`src/serdes_cfg_pkg.sv`:
```
`default_nettype none

package serdes_cfg_pkg;

  ////////////////////
  // AXI-lite widths
  localparam int addr_w     = 15;
  localparam int cfg_data_w = 32;
  localparam int cfg_strb_w = cfg_data_w / 8;

  // Word address decode window within the byte address
  localparam int word_msb = 11;
  localparam int word_lsb = 2;

  ////////////////////
  // Register map
  localparam logic [word_msb-word_lsb:0] ctrl_offset = '0;  // Control register

  // Control register bits
  localparam int rxen_bit = 0;
  localparam int txen_bit = 1;

  typedef struct packed {
    logic txen_ctl;  // Requests the transmit path
    logic rxen_ctl;  // Requests the receive path
  } serdes_ctrl_t;

endpackage

`default_nettype wire

```
`src/serdes_link_pkg.sv`:
```
`default_nettype none

package serdes_link_pkg;

  ////////////////////
  // Beat timing and widths
  localparam int clk_ratio  = 4;               // ioclk cycles per core beat
  localparam int phase_w    = 2;
  localparam int data_w     = 32;
  localparam int strb_w     = data_w / 8;
  localparam int data_lanes = data_w / clk_ratio;
  localparam int serial_w   = data_lanes + 4;  // Data lanes plus four sideband lanes

  // Sideband lanes sit above the data lanes
  localparam int lane_strb    = data_lanes;
  localparam int lane_keep    = data_lanes + 1;
  localparam int lane_id_user = data_lanes + 2;
  localparam int lane_ctrl    = data_lanes + 3;

  localparam logic [phase_w-1:0] last_phase = phase_w'(clk_ratio - 1);

  typedef struct packed {
    logic [data_w-1:0] tdata;
    logic [strb_w-1:0] tstrb;
    logic [strb_w-1:0] tkeep;
    logic [1:0]        tid;
    logic [1:0]        tuser;
    logic              tlast;
    logic              tvalid;
    logic              tready;
  } axis_beat_t;

  // One nibble per lane, bit k is on the line during phase k
  typedef logic [serial_w-1:0][clk_ratio-1:0] lane_frame_t;

  ////////////////////
  // Lane mapping, shared by both directions
  function automatic lane_frame_t beat_to_lanes(axis_beat_t beat);
    lane_frame_t lanes;
    for (int j = 0; j < data_lanes; j++) begin
      lanes[j] = beat.tdata[j*clk_ratio +: clk_ratio];
    end
    lanes[lane_strb]    = beat.tstrb;
    lanes[lane_keep]    = beat.tkeep;
    lanes[lane_id_user] = {beat.tid, beat.tuser};
    lanes[lane_ctrl]    = {1'b0, beat.tlast, beat.tvalid, beat.tready};  // Phase 3 idle
    return lanes;
  endfunction

  function automatic axis_beat_t lanes_to_beat(lane_frame_t lanes);
    axis_beat_t beat;
    for (int j = 0; j < data_lanes; j++) begin
      beat.tdata[j*clk_ratio +: clk_ratio] = lanes[j];
    end
    beat.tstrb                             = lanes[lane_strb];
    beat.tkeep                             = lanes[lane_keep];
    {beat.tid, beat.tuser}                 = lanes[lane_id_user];
    {beat.tlast, beat.tvalid, beat.tready} = lanes[lane_ctrl][2:0];
    return beat;
  endfunction

endpackage

`default_nettype wire
```
`src/io_serdes_top.sv`:
```
`timescale 1ns/1ps
`default_nettype none

module io_serdes_top
  import serdes_link_pkg::*, serdes_cfg_pkg::*;
(
  input  wire                    ioclk,
  input  wire                    axis_rst_n,
  // AXI-lite config port
  input  wire                    axi_awvalid,
  input  wire [addr_w-1:0]       axi_awaddr,
  output wire                    axi_awready,
  input  wire                    axi_wvalid,
  input  wire [cfg_data_w-1:0]   axi_wdata,
  input  wire [cfg_strb_w-1:0]   axi_wstrb,
  output wire                    axi_wready,
  input  wire                    axi_arvalid,
  input  wire [addr_w-1:0]       axi_araddr,
  output wire                    axi_arready,
  output wire                    axi_rvalid,
  output wire [cfg_data_w-1:0]   axi_rdata,
  input  wire                    axi_rready,
  input  wire                    cc_is_enable,
  // Stream side
  input  wire axis_beat_t        as_is_beat,    // tready here is our receive readiness
  output wire axis_beat_t        is_as_beat,
  output wire                    is_as_tready,
  output wire                    core_beat,     // Present and sample while high
  // Serial lines
  output wire [serial_w-1:0]     serial_txd,
  output wire                    serial_tclk,
  input  wire [serial_w-1:0]     serial_rxd
);

  serdes_ctrl_t       ctrl;
  logic [phase_w-1:0] phase;
  logic               txen;
  logic               rxen;
  logic               rx_frame_done;
  logic               rx_remote_ready;

  assign core_beat = (phase == last_phase);

  ////////////////////
  // Config and control
  serdes_cfg_regs serdes_cfg_regs_inst (
    .ioclk        (ioclk),
    .axis_rst_n   (axis_rst_n),
    .cc_is_enable (cc_is_enable),
    .axi_awvalid  (axi_awvalid),
    .axi_awaddr   (axi_awaddr),
    .axi_awready  (axi_awready),
    .axi_wvalid   (axi_wvalid),
    .axi_wdata    (axi_wdata),
    .axi_wstrb    (axi_wstrb),
    .axi_wready   (axi_wready),
    .axi_arvalid  (axi_arvalid),
    .axi_araddr   (axi_araddr),
    .axi_arready  (axi_arready),
    .axi_rvalid   (axi_rvalid),
    .axi_rdata    (axi_rdata),
    .axi_rready   (axi_rready),
    .ctrl         (ctrl)
  );

  link_ctrl link_ctrl_inst (
    .ioclk           (ioclk),
    .axis_rst_n      (axis_rst_n),
    .ctrl            (ctrl),
    .rx_frame_done   (rx_frame_done),
    .rx_remote_ready (rx_remote_ready),
    .phase           (phase),
    .txen            (txen),
    .rxen            (rxen),
    .is_as_tready    (is_as_tready)
  );

  ////////////////////
  // Datapath
  tx_serializer tx_serializer_inst (
    .ioclk        (ioclk),
    .axis_rst_n   (axis_rst_n),
    .phase        (phase),
    .txen         (txen),
    .is_as_tready (is_as_tready),
    .as_is_beat   (as_is_beat),
    .serial_txd   (serial_txd),
    .serial_tclk  (serial_tclk)
  );

  rx_deserializer rx_deserializer_inst (
    .ioclk           (ioclk),
    .axis_rst_n      (axis_rst_n),
    .phase           (phase),
    .rxen            (rxen),
    .serial_rxd      (serial_rxd),
    .is_as_beat      (is_as_beat),
    .rx_frame_done   (rx_frame_done),
    .rx_remote_ready (rx_remote_ready)
  );

endmodule

`default_nettype wire

```
`src/rx_deserializer.sv`:
```
`timescale 1ns/1ps
`default_nettype none

module rx_deserializer
  import serdes_link_pkg::*;
(
  input  wire                 ioclk,
  input  wire                 axis_rst_n,
  input  wire [phase_w-1:0]   phase,
  input  wire                 rxen,
  input  wire [serial_w-1:0]  serial_rxd,
  output axis_beat_t          is_as_beat,
  output logic                rx_frame_done,
  output logic                rx_remote_ready
);

  lane_frame_t shift_q;
  lane_frame_t shift_d;  // Slots including the bit on the lines now
  logic        frame_end;

  assign frame_end = rxen && (phase == last_phase);

  // New bit enters at the top, phase 0 bit ends up in slot bit 0
  always_comb begin
    for (int i = 0; i < serial_w; i++) begin
      shift_d[i] = {serial_rxd[i], shift_q[i][clk_ratio-1:1]};
    end
  end

  ////////////////////
  // Sampling
  always_ff @(posedge ioclk or negedge axis_rst_n) begin
    if (!axis_rst_n) begin
      shift_q <= '0;
    end else if (rxen) begin
      shift_q <= shift_d;
    end
  end

  // Output beat, loaded with the last phase bit taken straight from the lines
  always_ff @(posedge ioclk or negedge axis_rst_n) begin
    if (!axis_rst_n) begin
      is_as_beat    <= '0;
      rx_frame_done <= 1'b0;
    end else begin
      rx_frame_done <= frame_end;  // One cycle pulse
      if (frame_end) begin
        is_as_beat <= lanes_to_beat(shift_d);
      end
    end
  end

  // Ready bit sent by the far side
  assign rx_remote_ready = is_as_beat.tready;

endmodule

`default_nettype wire

```
`src/tx_serializer.sv`:
```
`timescale 1ns/1ps
`default_nettype none

module tx_serializer
  import serdes_link_pkg::*;
(
  input  wire                 ioclk,
  input  wire                 axis_rst_n,
  input  wire [phase_w-1:0]   phase,
  input  wire                 txen,
  input  wire                 is_as_tready,  // Far side can take data
  input  wire axis_beat_t     as_is_beat,
  output logic [serial_w-1:0] serial_txd,
  output logic                serial_tclk
);

  axis_beat_t  frame_q;  // Beat on the lines this core beat
  lane_frame_t lanes;

  ////////////////////
  // Beat capture
  // A beat offered while the far side is not ready goes out as idle,
  // the source has to offer it again
  always_ff @(posedge ioclk or negedge axis_rst_n) begin
    if (!axis_rst_n) begin
      frame_q <= '0;
    end else if (!txen) begin
      frame_q <= '0;
    end else if (phase == last_phase) begin
      frame_q        <= as_is_beat;
      frame_q.tvalid <= as_is_beat.tvalid & is_as_tready;
    end
  end

  assign lanes = beat_to_lanes(frame_q);

  ////////////////////
  // Lane select
  always_comb begin
    for (int i = 0; i < serial_w; i++) begin
      serial_txd[i] = lanes[i][phase] & txen;  // One bit per lane per phase
    end
  end

  // Forwarded clock, quiet until the link is up
  assign serial_tclk = ioclk & txen;

endmodule

`default_nettype wire

```
`src/link_ctrl.sv`:
```
`timescale 1ns/1ps
`default_nettype none

module link_ctrl
  import serdes_link_pkg::*, serdes_cfg_pkg::*;
(
  input  wire                 ioclk,
  input  wire                 axis_rst_n,
  input  wire serdes_ctrl_t   ctrl,
  input  wire                 rx_frame_done,    // Pulse per received beat
  input  wire logic           rx_remote_ready,  // Far side ready, from the link
  output logic [phase_w-1:0]  phase,
  output logic                txen,
  output logic                rxen,
  output logic                is_as_tready
);

  logic beat_edge;
  logic rx_received;  // Any frame seen since reset

  assign beat_edge = (phase == last_phase);

  ////////////////////
  // Phase counter
  always_ff @(posedge ioclk or negedge axis_rst_n) begin
    if (!axis_rst_n) begin
      phase <= '0;
    end else begin
      phase <= phase + 1'b1;  // Free running, wraps every core beat
    end
  end

  ////////////////////
  // Sticky enables
  // A frame from the far side also opens the transmit path, so
  // our ready reaches a peer that came up first
  always_ff @(posedge ioclk or negedge axis_rst_n) begin
    if (!axis_rst_n) begin
      txen <= 1'b0;
    end else if (beat_edge && (ctrl.txen_ctl || rx_received)) begin
      txen <= 1'b1;
    end
  end

  always_ff @(posedge ioclk or negedge axis_rst_n) begin
    if (!axis_rst_n) begin
      rxen <= 1'b0;
    end else if (ctrl.rxen_ctl) begin
      rxen <= 1'b1;
    end
  end

  always_ff @(posedge ioclk or negedge axis_rst_n) begin
    if (!axis_rst_n) begin
      rx_received <= 1'b0;
    end else if (rx_frame_done) begin
      rx_received <= 1'b1;
    end
  end

  // Stream ready, updated once per core beat
  always_ff @(posedge ioclk or negedge axis_rst_n) begin
    if (!axis_rst_n) begin
      is_as_tready <= 1'b0;
    end else if (beat_edge) begin
      if (!txen) begin
        is_as_tready <= 1'b0;
      end else if (!rx_received) begin
        is_as_tready <= 1'b1;             // Nothing heard yet, avoid deadlock
      end else begin
        is_as_tready <= rx_remote_ready;  // Follow the far side
      end
    end
  end

endmodule

`default_nettype wire

```
`src/serdes_cfg_regs.sv`:
```
`timescale 1ns/1ps
`default_nettype none

module serdes_cfg_regs
  import serdes_cfg_pkg::*;
(
  input  wire                    ioclk,
  input  wire                    axis_rst_n,
  input  wire                    cc_is_enable,   // Config access enable
  // Write address and data
  input  wire                    axi_awvalid,
  input  wire [addr_w-1:0]       axi_awaddr,
  output logic                   axi_awready,
  input  wire                    axi_wvalid,
  input  wire [cfg_data_w-1:0]   axi_wdata,
  input  wire [cfg_strb_w-1:0]   axi_wstrb,
  output logic                   axi_wready,
  // Read address and data
  input  wire                    axi_arvalid,
  input  wire [addr_w-1:0]       axi_araddr,
  output logic                   axi_arready,
  output logic                   axi_rvalid,
  output logic [cfg_data_w-1:0]  axi_rdata,
  input  wire                    axi_rready,
  output serdes_ctrl_t           ctrl
);

  logic write_fire;
  logic ctrl_hit;

  // Address and data must arrive together
  assign write_fire  = axi_awvalid & axi_wvalid & cc_is_enable;
  assign axi_awready = write_fire;
  assign axi_wready  = write_fire;

  assign ctrl_hit = (axi_awaddr[word_msb:word_lsb] == ctrl_offset) && axi_wstrb[0];

  always_ff @(posedge ioclk or negedge axis_rst_n) begin
    if (!axis_rst_n) begin
      ctrl <= '0;
    end else if (write_fire && ctrl_hit) begin
      ctrl.rxen_ctl <= axi_wdata[rxen_bit];
      ctrl.txen_ctl <= axi_wdata[txen_bit];
    end
  end

  ////////////////////
  // Read side
  // Single register, so the read address is not decoded
  assign axi_arready = 1'b1;
  assign axi_rvalid  = 1'b1;

  always_comb begin
    axi_rdata           = '0;
    axi_rdata[rxen_bit] = ctrl.rxen_ctl;
    axi_rdata[txen_bit] = ctrl.txen_ctl;
  end

endmodule

`default_nettype wire

```
`config.mk`:
```
export PLATFORM = sky130hd
export DESIGN_NAME = io_serdes_top
export DESIGN_NICKNAME = d
export VERILOG_FILES = /design/src/serdes_cfg_pkg.sv /design/src/serdes_link_pkg.sv /design/src/io_serdes_top.sv /design/src/rx_deserializer.sv /design/src/tx_serializer.sv /design/src/link_ctrl.sv /design/src/serdes_cfg_regs.sv
export SDC_FILE = /design/constraint.sdc
export NUM_CORES = 1
export LEC_CHECK = 0
export BUFFER_PORTS_ARGS = -buffer_cell sky130_fd_sc_hd__buf_2
export CAP_MARGIN = 10
export CORE_MARGIN = 2
export CORE_UTILIZATION = 53
export DETAILED_ROUTE_END_ITERATION = 6
export PLACE_DENSITY = 0.85
export SYNTH_ARGS = -nofsm -noshare
export SYNTH_HDL_FRONTEND = slang
export SYNTH_SLANG_ARGS = --single-unit
```
`constraint.sdc`:
```
create_clock -name ioclk -period 2.7 [get_ports ioclk]
set_clock_uncertainty 0.15 [all_clocks]
set_input_delay 0.54 -clock ioclk [delete_from_list [all_inputs] [get_ports ioclk]]
set_output_delay 0.54 -clock ioclk [all_outputs]
set_load 0.03 [all_outputs]
```
# Word level (Yosys, flattened, before mapping)
# Cells that the tools add are included.
[op_classes] n_addsub=1 n_lt_le_gt_ge=1 eq_ne=2 muxes=28 bitwise=16 reduce_logical=6
[ops] operator="47-bit 2-to-1 mux" count=2
[ops] operator="1-bit binary-select mux with 2-bit select" count=12
[ops] operator="1-bit bitwise AND" count=16
[ops] operator="1-bit 2-to-1 mux" count=14
[ops] operator="10-bit logical NOT" count=1
[ops] operator="1-bit logical AND" count=4
[ops] operator="2-bit by 3-bit < comparator with 1-bit output (second input constant)" count=1
[ops] operator="2-bit by 1-bit adder with 2-bit output (second input constant)" count=1
[ops] operator="2-bit == test (second input constant)" count=1
[ops] operator="2-bit != test (second input constant)" count=1
[ops] operator="1-bit logical OR" count=1
[totals] register_bits=151 in_bits=132 out_inout_bits=98

# Depth between registers and ports, before layout
[depth] depth_word=3 mapped_depth=6 depth_no_buf=3

# Modules after synthesis
# Synthesis repeated with hierarchy kept, for this count alone.
[hier_totals] cells_unflattened=393 area_unflattened_um2=5886.9
[modules_own_cells] mod="rx_deserializer" instances=1 cells_per_inst=179 area_per_inst_um2=3195.6 seq_area_each_um2=2102.0
[modules_own_cells] mod="tx_serializer" instances=1 cells_per_inst=151 area_per_inst_um2=2073.2 seq_area_each_um2=1176.1
[modules_own_cells] mod="serdes_cfg_regs" instances=1 cells_per_inst=46 area_per_inst_um2=387.9 seq_area_each_um2=50.0
[modules_own_cells] mod="link_ctrl" instances=1 cells_per_inst=16 area_per_inst_um2=224.0 seq_area_each_um2=150.1
[modules_own_cells] mod="io_serdes_top" instances=1 cells_per_inst=1 area_per_inst_um2=6.3 seq_area_each_um2=0.0

==> results.sh <==
export IMPL_clk_pin_slew_worst_paths_ns=0.06
export IMPL_die_w_um=111
export IMPL_finalCritPeriodShare_pct=97.9
export IMPL_grt_pass1_wl_um=19100
export IMPL_gp_congestion=0.767
export IMPL_syn_area_um2=6080
export IMPL_power_leakage_uw=0.00378
export IMPL_ys_seq_area_share_pct=57.2
export IMPL_ys_ff_latch=139
export IMPL_cp_required_ns=2.01
export IMPL_slew_headroom_pct=58.5
export IMPL_p_per_area_nw_per_um2=788
export IMPL_rows=39
export IMPL_fmax_ghz=0.378
export IMPL_drtPass1Iterations=4
export IMPL_ir_drop_mv=0.612
export IMPL_initial_core_util_pct=53.7
export IMPL_finalPower_uw=5930
export IMPL_path_max_fanout=8
export IMPL_ys_types=27
export IMPL_final_cell_mix="138 x buf_2, 136 x dfrtp_1, 85 x mux2_2"
export IMPL_totalWireLength_um=11500
export IMPL_grt_overflow_total=0
export IMPL_worst_slack_ns=0.0571
export IMPL_pre_cts_slack_ns=0.348
export IMPL_vias=3623
export IMPL_drcViolationCount=0
export IMPL_grt_usage_pct=20.1
export IMPL_tightest_slew_ns=0.622
export IMPL_status="completed"
export IMPL_endpoint_kind="output pin"
export IMPL_finalSetupViolCount=0
export IMPL_drv_slew=0
export IMPL_ff2ff_path_depth=5
export IMPL_initialDrtViolationCount=226
export IMPL_grt_max_degree=62
export IMPL_async_flop_share_pct=100
export IMPL_rsz0062_at_grt="true"
export IMPL_critPathMaxStageDelay_ns=0.51
export IMPL_drt_wirelength_per_cell_um=15.8
export IMPL_ant_nets=0
export IMPL_ios=230
export IMPL_finalCriticalPeriod_ns=2.64
export IMPL_diodes=0
export IMPL_cts_tree="yes"
export IMPL_hold_viol=0
export IMPL_hpwl_um=7740
export IMPL_startpoint_type="flip-flop"
export IMPL_area_delta_synth_final_pct=23.9
export IMPL_min_path_type="input pin to flip-flop"
export IMPL_clkLatencyLatePin_ns=0.52
export IMPL_final_nets=707
export IMPL_crit_arrival_ns=1.95
export IMPL_crit_chain="buf_12, mux4_2, and2_1, buf_4"
export IMPL_syn_area_per_cell_um2=14.4
export IMPL_synth_edff_count=0
export IMPL_yosysWarnings=0
export IMPL_synthFlopType="dfrtp_1"
export IMPL_coreArea_um2=11300
export IMPL_crit_slowest_cell="mux4_2"
export IMPL_synthesis_instances=423
export IMPL_io_buffers=142
export IMPL_cap_violations=0
export IMPL_drive_gt1_share_pct=49.1
export IMPL_grt_pass1_vias=3961
export IMPL_nFillCells=811
export IMPL_avgViaCountPerCell=4.96
export IMPL_holdPathStages=2
export IMPL_die_area_um2=12300
export IMPL_die_y_um=111
export IMPL_antenna_found_initial=0
export IMPL_setup_worst_path_class="flip-flop to output pin"
export IMPL_final_common_cell="buf_2"
==> path summary, 6_finish.rpt <==
check | slack [ns] | startpoint | to
max | 0.06 | link_ctrl_inst.phase[0]$_DFF_PN0_ | serial_txd[4]
min in group asynchronous | 0.43 | axis_rst_n | tx_serializer_inst.frame_q[5]$_DFFE_PN0P_
max in group asynchronous | 1.28 | axis_rst_n | rx_deserializer_inst.is_as_beat[45]$_DFFE_PN0P_
max reg2reg | 0.60 | link_ctrl_inst.phase[0]$_DFF_PN0_ | rx_deserializer_inst.is_as_beat[29]$_DFFE_PN0P_
min reg2reg | 0.28 | rx_deserializer_inst.rx_frame_done$_DFF_PN0_ | link_ctrl_inst.rx_received$_DFFE_PN0P_
min | 0.09 | axi_wdata[1] | serdes_cfg_regs_inst.axi_rdata[1]$_DFFE_PN0P_
==> metrics by stage <==
stage | utilization (%) | area (um2) | hold slack (ns) | setup TNS, ns | instances
final | 66.5 | 7530 | 0.0928 | 0 | 730
after global routing | 66.5 | 7530 | 0.0839 | -0.0191 | 730
after CTS | 66.5 | 7530 | 0.0749 | 0 | 730
after detailed placement | 60.1 | 6800 | 0.266 | 0 | 691
after global placement | 60.1 | 6800 | 0.264 | 0 | 691
after floorplan | - | 6190 | 0.0944 | 0 | 453
==> layer usage <==
layer | track usage [%] | up-vias | part of all wire (%)
met1 | 24.3 | 1794 | 42
met4 | 6.50 | 0 | 1.1
li1 | - | 1691 | -
met2 | 31.7 | 126 | 49
met3 | 9.95 | 12 | 8.1
met5 | 0 | - | 0
==> state kept, by name, indices dropped and copies added, names as in the netlist <==
name	cells
link_ctrl_inst.txen	1
tx_serializer_inst.frame_q	47
rx_deserializer_inst.is_as_beat	46
serdes_cfg_regs_inst.axi_rdata	2
link_ctrl_inst.rxen	1
rx_deserializer_inst.rx_remote_ready	1
rx_deserializer_inst.shift_d	36
link_ctrl_inst.rx_received	1
link_ctrl_inst.is_as_tready	1
rx_deserializer_inst.rx_frame_done	1
link_ctrl_inst.phase	2
==> critical path, delay by kind of cell, from the launching register on <==
family                 cells  cell delay (ns)
muxes                      1             0.51
buffers and inverters      2             0.32
and+or+nand+nor            1             0.19
DFF                        1             0.41
==> kinds of logic after synthesis <==
family | Yosys count | share of synthesized area (%)
buffers and inverters | 62 | 6.85
flip-flops | 139 | 57.2
AND/OR/NAND/NOR | 71 | 7.29
other | 2 | 0.124
multiplexers | 143 | 27.8
adder cells (fa/ha/maj) | 1 | 0.206
AO/OA/AOI/OAI | 5 | 0.494
==> where the power goes <==
| group | total [uW] | leakage [uW] | switching [uW] | internal [uW] |
|---|---|---|---|---|
| sequential | 2480 | 0.00188 | 154 | 2320 |
| clock | 2660 | 0.000339 | 888 | 1770 |
| combinational | 794 | 0.00156 | 426 | 367 |
| total | 5930 | 0.00378 | 1470 | 4460 |
==> cell usage after synthesis, types with 2 or more instances <==
cell | n | area share, %
nor4_1 | 2 | 0.21
buf_2 | 14 | 1.2
buf_6 | 3 | 0.56
buf_4 | 34 | 4.2
inv_1 | 4 | 0.25
mux2_2 | 85 | 16
mux4_2 | 7 | 2.6
nor2b_1 | 46 | 4.7
and2_1 | 13 | 1.3
dfrtp_1 | 139 | 57
o21ai_0 | 3 | 0.25
mux4_1 | 4 | 1.7
conb_1 | 2 | 0.12
clkbuf_1 | 6 | 0.37
nand2b_1 | 2 | 0.21
or2_2 | 2 | 0.21
mux2i_1 | 47 | 7.7
==> cell type report <==
type | instances | area (um2) | area share [%]
Clock buffer | 26 | 534 | 7.10
Clock inverter | 10 | 166 | 2.21
Inverter | 4 | 15.0 | 0.199
Multi-Input combinational cell | 252 | 2290 | 30.5
Sequential cell | 139 | 3480 | 46.2
Tap cell | 143 | 179 | 2.38
Timing Repair Buffer | 156 | 860 | 11.4
==> repair_timing <==
| action | in CTS | in global routing |
|---|---|---|
| endpoints found under the hold margin | 57 | 0 |
| hold buffers | 1 | 0 |
| resized for setup | 2 | 6 |
| setup endpoints to repair | 11 | 4 |
| buffers inserted | 3 | 0 |
Note: power is estimated with default switching activity, not from simulation.
